[src/source/rv_core_pkg.sv]
// rv32 integer subset only: no loads, stores, csrs or interrupts; one instruction in flight
package rv_core_pkg;

  ////////////////////////////////////////////////////////////
  // widths and fixed values
  ////////////////////////////////////////////////////////////
  localparam int XLEN      = 32;
  localparam int REG_IDX_W = 5;
  localparam int NUM_REGS  = 32;
  localparam int INST_W    = 32;

  localparam logic [XLEN-1:0]      PC_RESET   = 32'h0000_0000;
  localparam logic [INST_W-1:0]    PUTCH_INST = 32'h0000_007b;
  // a0 holds the character
  localparam logic [REG_IDX_W-1:0] PUTCH_REG  = 5'd10;

  ////////////////////////////////////////////////////////////
  // encodings
  ////////////////////////////////////////////////////////////
  typedef enum logic [6:0] {
    OPC_OP_IMM = 7'b001_0011,
    OPC_OP     = 7'b011_0011,
    OPC_LUI    = 7'b011_0111,
    OPC_BRANCH = 7'b110_0011,
    OPC_JAL    = 7'b110_1111,
    OPC_PUTCH  = 7'b111_1011
  } opcode_e;

  typedef enum logic [3:0] {
    ALU_ADD    = 4'd0,
    ALU_SUB    = 4'd1,
    ALU_AND    = 4'd2,
    ALU_OR     = 4'd3,
    ALU_XOR    = 4'd4,
    ALU_SLT    = 4'd5,
    ALU_PASS_B = 4'd6,
    ALU_EQ     = 4'd7,
    ALU_NE     = 4'd8
  } alu_op_e;

  // instruction class carried down to writeback
  typedef enum logic [1:0] {
    K_ALU    = 2'd0,
    K_BRANCH = 2'd1,
    K_JAL    = 2'd2,
    K_PUTCH  = 2'd3
  } kind_e;

endpackage

[src/source/decode_stage.sv]
// register reads rely on fetch holding the instruction stable while its req is high
`timescale 1ns/1ps

module decode_stage (
  input  logic                              clk,
  input  logic                              i_arst_n,
  input  logic                              i_fetched_req,
  output logic                              o_fetched_ack,
  input  logic [rv_core_pkg::XLEN-1:0]      i_pc,
  input  logic [rv_core_pkg::INST_W-1:0]    i_inst,
  output logic [rv_core_pkg::REG_IDX_W-1:0] o_rs1_idx,
  output logic [rv_core_pkg::REG_IDX_W-1:0] o_rs2_idx,
  input  logic [rv_core_pkg::XLEN-1:0]      i_rs1_data,
  input  logic [rv_core_pkg::XLEN-1:0]      i_rs2_data,
  output logic                              o_decoded_req,
  input  logic                              i_decoded_ack,
  output rv_core_pkg::kind_e                o_kind,
  output rv_core_pkg::alu_op_e              o_alu_op,
  output logic [rv_core_pkg::XLEN-1:0]      o_op1,
  output logic [rv_core_pkg::XLEN-1:0]      o_op2,
  output logic [rv_core_pkg::XLEN-1:0]      o_imm,
  output logic [rv_core_pkg::XLEN-1:0]      o_pc,
  output logic [rv_core_pkg::REG_IDX_W-1:0] o_rd,
  output logic                              o_rd_wen
);

  import rv_core_pkg::*;

  logic [2:0]      funct3;
  logic            is_putch;
  logic [XLEN-1:0] imm_i, imm_b, imm_j, imm_u;
  kind_e           d_kind;
  alu_op_e         d_alu_op;
  logic [XLEN-1:0] d_op2, d_imm;
  logic            d_rd_wen;
  logic            take;

  assign funct3   = i_inst[14:12];
  assign is_putch = (i_inst == PUTCH_INST);

  assign imm_i = {{20{i_inst[31]}}, i_inst[31:20]};
  assign imm_b = {{19{i_inst[31]}}, i_inst[31], i_inst[7], i_inst[30:25], i_inst[11:8], 1'b0};
  assign imm_j = {{11{i_inst[31]}}, i_inst[31], i_inst[19:12], i_inst[20], i_inst[30:21], 1'b0};
  assign imm_u = {i_inst[31:12], 12'b0};

  assign o_rs1_idx = is_putch ? PUTCH_REG : i_inst[19:15];
  assign o_rs2_idx = i_inst[24:20];

  always_comb begin
    // unknown encodings fall through as a harmless add
    d_kind   = K_ALU;
    d_alu_op = ALU_ADD;
    d_op2    = i_rs2_data;
    d_imm    = imm_i;
    d_rd_wen = 1'b0;
    case (opcode_e'(i_inst[6:0]))
      OPC_OP_IMM: begin
        d_op2    = imm_i;
        d_rd_wen = 1'b1;
        case (funct3)
          3'b000:  d_alu_op = ALU_ADD;
          3'b010:  d_alu_op = ALU_SLT;
          3'b100:  d_alu_op = ALU_XOR;
          3'b110:  d_alu_op = ALU_OR;
          3'b111:  d_alu_op = ALU_AND;
          default: d_rd_wen = 1'b0;
        endcase
      end
      OPC_OP: begin
        d_rd_wen = 1'b1;
        case (funct3)
          3'b000:  d_alu_op = i_inst[30] ? ALU_SUB : ALU_ADD;
          3'b010:  d_alu_op = ALU_SLT;
          3'b100:  d_alu_op = ALU_XOR;
          3'b110:  d_alu_op = ALU_OR;
          3'b111:  d_alu_op = ALU_AND;
          default: d_rd_wen = 1'b0;
        endcase
      end
      OPC_LUI: begin
        d_alu_op = ALU_PASS_B;
        d_op2    = imm_u;
        d_rd_wen = 1'b1;
      end
      OPC_BRANCH: begin
        d_kind   = K_BRANCH;
        d_alu_op = (funct3 == 3'b000) ? ALU_EQ : ALU_NE;
        d_imm    = imm_b;
      end
      OPC_JAL: begin
        d_kind   = K_JAL;
        d_imm    = imm_j;
        d_rd_wen = 1'b1;
      end
      OPC_PUTCH: if (is_putch) d_kind = K_PUTCH;
      default: ;
    endcase
  end

  assign o_fetched_ack = ~o_decoded_req;
  assign take          = i_fetched_req & o_fetched_ack;

  always_ff @(posedge clk or negedge i_arst_n) begin
    if (!i_arst_n) begin
      o_decoded_req <= 1'b0;
    end else if (take) begin
      o_decoded_req <= 1'b1;
    end else if (i_decoded_ack) begin
      o_decoded_req <= 1'b0;
    end
  end

  always_ff @(posedge clk) begin
    if (take) begin
      o_kind   <= d_kind;
      o_alu_op <= d_alu_op;
      o_op1    <= i_rs1_data;
      o_op2    <= d_op2;
      o_imm    <= d_imm;
      o_pc     <= i_pc;
      o_rd     <= i_inst[11:7];
      o_rd_wen <= d_rd_wen;
    end
  end

endmodule

[src/source/exec_stage.sv]
// branch and jal targets are not checked for alignment
`timescale 1ns/1ps

module exec_stage (
  input  logic                              clk,
  input  logic                              i_arst_n,
  input  logic                              i_decoded_req,
  output logic                              o_decoded_ack,
  input  rv_core_pkg::kind_e                i_kind,
  input  rv_core_pkg::alu_op_e              i_alu_op,
  input  logic [rv_core_pkg::XLEN-1:0]      i_op1,
  input  logic [rv_core_pkg::XLEN-1:0]      i_op2,
  input  logic [rv_core_pkg::XLEN-1:0]      i_imm,
  input  logic [rv_core_pkg::XLEN-1:0]      i_pc,
  input  logic [rv_core_pkg::REG_IDX_W-1:0] i_rd,
  input  logic                              i_rd_wen,
  output logic                              o_executed_req,
  input  logic                              i_executed_ack,
  output rv_core_pkg::kind_e                o_kind,
  output logic [rv_core_pkg::XLEN-1:0]      o_result,
  output logic [rv_core_pkg::XLEN-1:0]      o_next_pc,
  output logic [rv_core_pkg::REG_IDX_W-1:0] o_rd,
  output logic                              o_rd_wen
);

  import rv_core_pkg::*;

  logic [XLEN-1:0] alu_out;
  logic [XLEN-1:0] pc_plus4, pc_target;
  logic [XLEN-1:0] e_result, e_next_pc;
  logic            take;

  ////////////////////////////////////////////////////////////
  // alu
  ////////////////////////////////////////////////////////////
  always_comb begin
    case (i_alu_op)
      ALU_ADD:    alu_out = i_op1 + i_op2;
      ALU_SUB:    alu_out = i_op1 - i_op2;
      ALU_AND:    alu_out = i_op1 & i_op2;
      ALU_OR:     alu_out = i_op1 | i_op2;
      ALU_XOR:    alu_out = i_op1 ^ i_op2;
      ALU_SLT:    alu_out = {{(XLEN-1){1'b0}}, $signed(i_op1) < $signed(i_op2)};
      ALU_PASS_B: alu_out = i_op2;
      ALU_EQ:     alu_out = {{(XLEN-1){1'b0}}, i_op1 == i_op2};
      ALU_NE:     alu_out = {{(XLEN-1){1'b0}}, i_op1 != i_op2};
      default:    alu_out = '0;
    endcase
  end

  assign pc_plus4  = i_pc + XLEN'(4);
  assign pc_target = i_pc + i_imm;

  always_comb begin
    e_result  = alu_out;
    e_next_pc = pc_plus4;
    case (i_kind)
      // bit 0 of the compare decides the branch
      K_BRANCH: e_next_pc = alu_out[0] ? pc_target : pc_plus4;
      K_JAL: begin
        e_result  = pc_plus4;
        e_next_pc = pc_target;
      end
      K_PUTCH:  e_result = i_op1;
      default:  ;
    endcase
  end

  assign o_decoded_ack = ~o_executed_req;
  assign take          = i_decoded_req & o_decoded_ack;

  always_ff @(posedge clk or negedge i_arst_n) begin
    if (!i_arst_n) begin
      o_executed_req <= 1'b0;
    end else if (take) begin
      o_executed_req <= 1'b1;
    end else if (i_executed_ack) begin
      o_executed_req <= 1'b0;
    end
  end

  always_ff @(posedge clk) begin
    if (take) begin
      o_kind    <= i_kind;
      o_result  <= e_result;
      o_next_pc <= e_next_pc;
      o_rd      <= i_rd;
      o_rd_wen  <= i_rd_wen;
    end
  end

endmodule

[src/source/fetch_stage.sv]
// retire must arrive only while idle; instruction word is sampled in the ack cycle
`timescale 1ns/1ps

module fetch_stage (
  input  logic                           clk,
  input  logic                           i_arst_n,
  input  logic                           i_retire,
  input  logic [rv_core_pkg::XLEN-1:0]   i_retire_pc,
  output logic                           o_imem_req,
  output logic [rv_core_pkg::XLEN-1:0]   o_imem_addr,
  input  logic                           i_imem_ack,
  input  logic [rv_core_pkg::INST_W-1:0] i_imem_rdata,
  output logic                           o_fetched_req,
  input  logic                           i_fetched_ack,
  output logic [rv_core_pkg::XLEN-1:0]   o_pc,
  output logic [rv_core_pkg::INST_W-1:0] o_inst
);

  import rv_core_pkg::*;

  typedef enum logic [1:0] {
    IDLE,
    REQ,
    HOLD
  } state_e;

  state_e            state;
  logic              r_boot;
  logic [XLEN-1:0]   r_pc;
  logic [INST_W-1:0] r_inst;

  always_ff @(posedge clk or negedge i_arst_n) begin
    if (!i_arst_n) begin
      state  <= IDLE;
      r_boot <= 1'b1;
      r_pc   <= PC_RESET;
    end else begin
      case (state)
        IDLE: begin
          // first request after reset needs no retire
          if (r_boot) begin
            r_boot <= 1'b0;
            state  <= REQ;
          end else if (i_retire) begin
            r_pc  <= i_retire_pc;
            state <= REQ;
          end
        end
        REQ:     if (i_imem_ack) state <= HOLD;
        HOLD:    if (i_fetched_ack) state <= IDLE;
        default: state <= IDLE;
      endcase
    end
  end

  always_ff @(posedge clk) begin
    if (state == REQ && i_imem_ack) begin
      r_inst <= i_imem_rdata;
    end
  end

  assign o_imem_req    = (state == REQ);
  assign o_imem_addr   = r_pc;
  assign o_fetched_req = (state == HOLD);
  assign o_pc          = r_pc;
  assign o_inst        = r_inst;

endmodule

[src/source/regfile.sv]
// no write-to-read bypass; reads see a write only after the clock edge
`timescale 1ns/1ps

module regfile (
  input  logic                              clk,
  input  logic                              i_arst_n,
  input  logic [rv_core_pkg::REG_IDX_W-1:0] i_rs1_idx,
  input  logic [rv_core_pkg::REG_IDX_W-1:0] i_rs2_idx,
  output logic [rv_core_pkg::XLEN-1:0]      o_rs1_data,
  output logic [rv_core_pkg::XLEN-1:0]      o_rs2_data,
  input  logic                              i_wen,
  input  logic [rv_core_pkg::REG_IDX_W-1:0] i_rd,
  input  logic [rv_core_pkg::XLEN-1:0]      i_wdata
);

  import rv_core_pkg::*;

  logic [XLEN-1:0] regs [NUM_REGS];

  always_ff @(posedge clk or negedge i_arst_n) begin
    if (!i_arst_n) begin
      for (int i = 0; i < NUM_REGS; i++) begin
        regs[i] <= '0;
      end
    end else if (i_wen && i_rd != '0) begin
      regs[i_rd] <= i_wdata;
    end
  end

  // x0 hardwired
  assign o_rs1_data = (i_rs1_idx == '0) ? '0 : regs[i_rs1_idx];
  assign o_rs2_data = (i_rs2_idx == '0) ? '0 : regs[i_rs2_idx];

endmodule

[src/source/rv_core_top.sv]
// instruction port only, no data memory; putch is the single output channel
`timescale 1ns/1ps

module rv_core_top (
  input  logic                           clk,
  input  logic                           i_arst_n,
  output logic                           o_imem_req,
  output logic [rv_core_pkg::XLEN-1:0]   o_imem_addr,
  input  logic                           i_imem_ack,
  input  logic [rv_core_pkg::INST_W-1:0] i_imem_rdata,
  output logic                           o_putch_valid,
  output logic [7:0]                     o_putch_data
);

  import rv_core_pkg::*;

  // stage handshakes
  logic fetched_req, fetched_ack;
  logic decoded_req, decoded_ack;
  logic executed_req, executed_ack;

  logic [XLEN-1:0]      f_pc;
  logic [INST_W-1:0]    f_inst;
  logic [REG_IDX_W-1:0] rs1_idx, rs2_idx;
  logic [XLEN-1:0]      rs1_data, rs2_data;

  kind_e                d_kind;
  alu_op_e              d_alu_op;
  logic [XLEN-1:0]      d_op1, d_op2, d_imm, d_pc;
  logic [REG_IDX_W-1:0] d_rd;
  logic                 d_rd_wen;

  kind_e                e_kind;
  logic [XLEN-1:0]      e_result, e_next_pc;
  logic [REG_IDX_W-1:0] e_rd;
  logic                 e_rd_wen;

  logic                 rf_wen;
  logic [REG_IDX_W-1:0] rf_rd;
  logic [XLEN-1:0]      rf_wdata;
  logic                 retire;
  logic [XLEN-1:0]      retire_pc;

  ////////////////////////////////////////////////////////////
  // stage chain
  ////////////////////////////////////////////////////////////
  fetch_stage u_fetch (
    .clk           (clk),
    .i_arst_n      (i_arst_n),
    .i_retire      (retire),
    .i_retire_pc   (retire_pc),
    .o_imem_req    (o_imem_req),
    .o_imem_addr   (o_imem_addr),
    .i_imem_ack    (i_imem_ack),
    .i_imem_rdata  (i_imem_rdata),
    .o_fetched_req (fetched_req),
    .i_fetched_ack (fetched_ack),
    .o_pc          (f_pc),
    .o_inst        (f_inst)
  );

  decode_stage u_decode (
    .clk           (clk),
    .i_arst_n      (i_arst_n),
    .i_fetched_req (fetched_req),
    .o_fetched_ack (fetched_ack),
    .i_pc          (f_pc),
    .i_inst        (f_inst),
    .o_rs1_idx     (rs1_idx),
    .o_rs2_idx     (rs2_idx),
    .i_rs1_data    (rs1_data),
    .i_rs2_data    (rs2_data),
    .o_decoded_req (decoded_req),
    .i_decoded_ack (decoded_ack),
    .o_kind        (d_kind),
    .o_alu_op      (d_alu_op),
    .o_op1         (d_op1),
    .o_op2         (d_op2),
    .o_imm         (d_imm),
    .o_pc          (d_pc),
    .o_rd          (d_rd),
    .o_rd_wen      (d_rd_wen)
  );

  exec_stage u_exec (
    .clk            (clk),
    .i_arst_n       (i_arst_n),
    .i_decoded_req  (decoded_req),
    .o_decoded_ack  (decoded_ack),
    .i_kind         (d_kind),
    .i_alu_op       (d_alu_op),
    .i_op1          (d_op1),
    .i_op2          (d_op2),
    .i_imm          (d_imm),
    .i_pc           (d_pc),
    .i_rd           (d_rd),
    .i_rd_wen       (d_rd_wen),
    .o_executed_req (executed_req),
    .i_executed_ack (executed_ack),
    .o_kind         (e_kind),
    .o_result       (e_result),
    .o_next_pc      (e_next_pc),
    .o_rd           (e_rd),
    .o_rd_wen       (e_rd_wen)
  );

  writeback_stage u_writeback (
    .clk            (clk),
    .i_arst_n       (i_arst_n),
    .i_executed_req (executed_req),
    .o_executed_ack (executed_ack),
    .i_kind         (e_kind),
    .i_result       (e_result),
    .i_next_pc      (e_next_pc),
    .i_rd           (e_rd),
    .i_rd_wen       (e_rd_wen),
    .o_rf_wen       (rf_wen),
    .o_rf_rd        (rf_rd),
    .o_rf_wdata     (rf_wdata),
    .o_putch_valid  (o_putch_valid),
    .o_putch_data   (o_putch_data),
    .o_retire       (retire),
    .o_retire_pc    (retire_pc)
  );

  regfile u_regfile (
    .clk        (clk),
    .i_arst_n   (i_arst_n),
    .i_rs1_idx  (rs1_idx),
    .i_rs2_idx  (rs2_idx),
    .o_rs1_data (rs1_data),
    .o_rs2_data (rs2_data),
    .i_wen      (rf_wen),
    .i_rd       (rf_rd),
    .i_wdata    (rf_wdata)
  );

endmodule

[src/source/writeback_stage.sv]
// busy for one cycle per item; rf write, putch and retire all land in that cycle
`timescale 1ns/1ps

module writeback_stage (
  input  logic                              clk,
  input  logic                              i_arst_n,
  input  logic                              i_executed_req,
  output logic                              o_executed_ack,
  input  rv_core_pkg::kind_e                i_kind,
  input  logic [rv_core_pkg::XLEN-1:0]      i_result,
  input  logic [rv_core_pkg::XLEN-1:0]      i_next_pc,
  input  logic [rv_core_pkg::REG_IDX_W-1:0] i_rd,
  input  logic                              i_rd_wen,
  output logic                              o_rf_wen,
  output logic [rv_core_pkg::REG_IDX_W-1:0] o_rf_rd,
  output logic [rv_core_pkg::XLEN-1:0]      o_rf_wdata,
  output logic                              o_putch_valid,
  output logic [7:0]                        o_putch_data,
  output logic                              o_retire,
  output logic [rv_core_pkg::XLEN-1:0]      o_retire_pc
);

  import rv_core_pkg::*;

  logic               r_valid;
  kind_e              r_kind;
  logic [XLEN-1:0]    r_result;
  logic [XLEN-1:0]    r_next_pc;
  logic [REG_IDX_W-1:0] r_rd;
  logic               r_rd_wen;
  logic               take;

  assign o_executed_ack = ~r_valid;
  assign take           = i_executed_req & o_executed_ack;

  always_ff @(posedge clk or negedge i_arst_n) begin
    if (!i_arst_n) begin
      r_valid <= 1'b0;
    end else begin
      r_valid <= take;
    end
  end

  always_ff @(posedge clk) begin
    if (take) begin
      r_kind    <= i_kind;
      r_result  <= i_result;
      r_next_pc <= i_next_pc;
      r_rd      <= i_rd;
      r_rd_wen  <= i_rd_wen;
    end
  end

  assign o_rf_wen      = r_valid & r_rd_wen;
  assign o_rf_rd       = r_rd;
  assign o_rf_wdata    = r_result;
  assign o_putch_valid = r_valid & (r_kind == K_PUTCH);
  assign o_putch_data  = r_result[7:0];
  assign o_retire      = r_valid;
  assign o_retire_pc   = r_next_pc;

endmodule

[config.mk]
export PLATFORM = sky130hd
export DESIGN_NAME = rv_core_top
export DESIGN_NICKNAME = d
export VERILOG_FILES = /design/src/source/rv_core_pkg.sv /design/src/source/decode_stage.sv /design/src/source/exec_stage.sv /design/src/source/fetch_stage.sv /design/src/source/regfile.sv /design/src/source/rv_core_top.sv /design/src/source/writeback_stage.sv
export SDC_FILE = /design/constraint.sdc
export NUM_CORES = 2
export LEC_CHECK = 0
export BUFFER_PORTS_ARGS = -buffer_cell sky130_fd_sc_hd__buf_4
export CAP_MARGIN = 10
export CORE_MARGIN = 5
export CORE_UTILIZATION = 35
export DETAILED_ROUTE_END_ITERATION = 10
export HOLD_SLACK_MARGIN = 0.08
export MAX_ROUTING_LAYER = met4
export RECOVER_POWER = 25
export SLEW_MARGIN = 20
export SYNTH_ARGS = -nofsm -noshare
export SYNTH_HDL_FRONTEND = slang
export SYNTH_SLANG_ARGS = --single-unit
[constraint.sdc]
create_clock -name clk -period 13.2 [get_ports clk]
set_input_delay 0.66 -clock clk [delete_from_list [all_inputs] [get_ports clk]]
set_output_delay 0.66 -clock clk [all_outputs]
set_load 0.01 [all_outputs]
==> summary.txt <==
Setup path
  • Critical path capture point type: flop
  • Worst Path Required: 13.31 ns
  • CP max-delay cell: clkbuf_1
  • Startpoint types: flop
  • Crit path largest cell delay: 6.95 ns
  • Worst path cell trace: nor3b_1 -> clkbuf_1
  • Crit Path Class: flop to flop
  • Worst-path fanout max: 130
  • CP arrival: 8.62 ns
  • CP top delay family: buffers and inverters
  • Buf/Inv on CP: 1

Global route
  • Number of global-route vias before repair: 48200
  • Initial antenna violation count: 7
  • Largest net degree at the start of global routing: 175
  • First-pass GRT wire length: 348 mm
  • Remaining Overflow, GRT: 0
  • Tot GR Track Use: 0.223

Pwr
  • Switching Fraction: 0.218
  • PD cells: 107 mW/mm^2
  • Power share of the combinational group: 0.010
  • Internal power: 0.00686 W
  • Clock network power share: 0.499
  • Maximum vdd drop: 93.3 uV
  • Reg power frac: 0.491
  • Leak: 35.6 nW
  • Psw: 0.00191 W

CTS
  • H-tree depth: 4
  • Postcts setup bufs: 0
  • Inserted Clock Buffers: 150
  • Clk root buf: clkbuf_16
  • Worst skew pair latency: 0.83 ns
  • CTS clk-pin slew, worst paths: 0.06 ns
  • TritonCTS clock tree: done
  • # clock sinks: 1367
  • Maximum clock path buffer count: 3

Yosys
  • Mapped Area: 0.0729 sq mm
  • Synth top area share: 0.364
  • Mean area per synthesized cell: 14.4 sq um
  • Number of synthesized flops with an enable pin: 305
  • Async SR Flop Fraction: 0.777
  • Ys flop type: dfrtp_1
  • Synth cell count leaders: dfrtp_1 (1061), mux2_2 (1018), mux4_2 (576), clkbuf_1 (383), edfxtp_1 (305)
  • Top-count cell post-synth: dfrtp_1
  • Cells after synthesis: 5061
  • Mapped Nets: 5230
  • Dominant cell type by area after synthesis: dfrtp_1
  • Synth warnings: 0
  • Synth Register Bits: 1367
  • Seq/Total Area, Yosys: 0.490
  • Distinct cells, synth: 87
  • Synth area leaders: dfrtp_1 (36%), mux4_2 (18%), mux2_2 (16%), edfxtp_1 (13%), ha_1 (2.2%)

Floorplanning
  • Row count: 167
  • Die Width: 466 microns
  • # IOs: 77
  • Core Region: 0.207 sq mm
  • Die Area: 0.217 sq mm
  • Die H: 466 microns
  • Starting Density: 0.352

STA
  • Final setup margin: 4.69 ns
  • RSZ-0062 raised after global routing: no
  • Final setup viols: 0
  • Max Clock Skew: 0.0338 ns
  • Final hold viol count: 0
  • Setup TNS: 0 ns
  • Period utilization: 0.645
  • Pins Over Slew Limit: 470
  • Worst Tran Pin Value: 10.06 ns
  • Worst relative slew slack: -5.71
  • F_max: 117 MHz
  • Period minus WS final: 8.51 ns

Drt
  • Routed metal-1 wire length: 99.9 mm
  • Met2 routed WL: 106 mm
  • Via Count: 48000
  • Vias/cell: 6.11
  • WL/cell: 30.4 microns
  • DRT antenna net count: 0
  • Number of remaining DRC errors: 0
  • WL met3: 21.7 mm
  • Initial DRT Pass Iterations: 5
  • Routed wire length: 239 mm
  • DR top layer: met4
  • First-iteration detailed-routing DRC count: 5945

Run status
  • Status: complete, but fails checks
  • Failing checks: max-capacitance violations, max-slew violations

Placed design
  • RD Place Congestion: 0.933
  • Worst slack, placed: 7.99 ns
  • Port bufs: 76
  • Placed Cells: 7536
  • Detail Placement HPWL: 131 mm

Layout
  • P&R area growth vs syn: 12.0%
  • Fraction of final layout cells sized beyond drive strength 1: 0.407
  • Final core utilization: 0.394
  • Nets@finish: 5104
  • Non-filler cells, final: 7857

Job
  • Max Cap Viol: 10

Min path
  • Tightest Hold Check Type: primary input to flop
[state kept, by name, indices dropped and copies added, names as in the netlist, 4 cells and up]
signal	flops
u_decode.o_alu_op	4
u_decode.o_imm	21
u_decode.o_op1	32
u_decode.o_op2	32
u_decode.o_pc	32
u_decode.o_rd	5
u_exec.o_next_pc	32
u_exec.o_rd	5
u_exec.o_result	32
u_fetch.o_imem_addr	32
u_fetch.o_inst	32
u_regfile.regs	1024
u_writeback.o_retire_pc	32
u_writeback.o_rf_rd	5
u_writeback.o_rf_wdata	32
[final timing paths]
check	startpoint	slack, ns	endpoint	cells after the start
setup / recovery	u_fetch.state[0]	4.69	u_decode.o_op2[22]	2
hold / removal	i_imem_rdata[15]	0.33	u_fetch.o_inst[15]	1
setup reg to reg	u_fetch.state[0]	4.69	u_decode.o_op2[22]	2
hold reg to reg	u_regfile.regs[996]	0.39	u_regfile.regs[996]	0
max in group asynchronous	i_arst_n	5.94	u_regfile.regs[947]	5
min in group asynchronous	i_arst_n	1.52	u_writeback.o_retire	2
[layout make-up]
| type | instances | area (sq um) |
|---|---|---|
| fillers | 19100 | 125000 |
| flip-flops and latches | 1367 | 35700 |
| multi-input cells | 3092 | 35100 |
| clock buffers | 206 | 4310 |
| well taps | 2788 | 3490 |
| repair buffers | 219 | 1740 |
| clock inverters | 73 | 832 |
| inverters | 105 | 394 |
| diodes | 7 | 17.5 |
[layer usage]
metal  GRT usage  up-vias
met5           -        -
met4      0.0919        0
met3      0.0503      507
met2       0.326     2533
met1       0.301    25700
li1            -    19300
[per-stage QoR]
| step | area [sq um] | power (W) | hold WS [ns] |
|---|---|---|---|
| after detailed placement | 76200 | 0.00447 | 0.382 |
| after CTS | 81700 | 0.00886 | 0.0850 |
| final | 81600 | 0.00877 | 0.333 |
| after global placement | 76200 | 0.00447 | 0.376 |
| after floorplan | 72900 | 0.00439 | 0.364 |
| after global routing | 81600 | 0.00902 | 0.295 |
[cells by family after synthesis]
kind of cell    share of synthesized area
compound gates                     0.0624
xor+xnor                          0.00793
fa+ha+maj                          0.0233
buf+inv                            0.0318
flops                               0.490
mux                                 0.350
simple gates                       0.0339
[power groups by stage]
stage | logic (W) | clock network (W) | registers (W)
6_report | 0.0000869 | 0.00438 | 0.00431
5_1_grt | 0.000102 | 0.00462 | 0.00430
4_1_cts | 0.0000954 | 0.00446 | 0.00431
3_5_place_dp | 0.0000871 | 0 | 0.00439
3_3_place_gp | 0.0000857 | 0 | 0.00439
2_1_floorplan | 0.0000000174 | 0 | 0.00439
[cells in the final DEF (no fill, tap or decap), drive strengths merged, types with 101 or more instances in the layout]
cell	instances
dfrtp	1061
mux2	1026
mux4	576
edfxtp	305
clkbuf	248
a21oi	171
nand2	161
buf	147
ha	131
nor2	127
o21ai	123
inv	114
mux2i	101
[timing repair]
action                                 4_1_cts  5_1_grt
hold buffers                                30        0
endpoints found under the hold margin       80        0
gates resized for setup                      0        0
No activity file was read; power rests on OpenSTA's default activity.
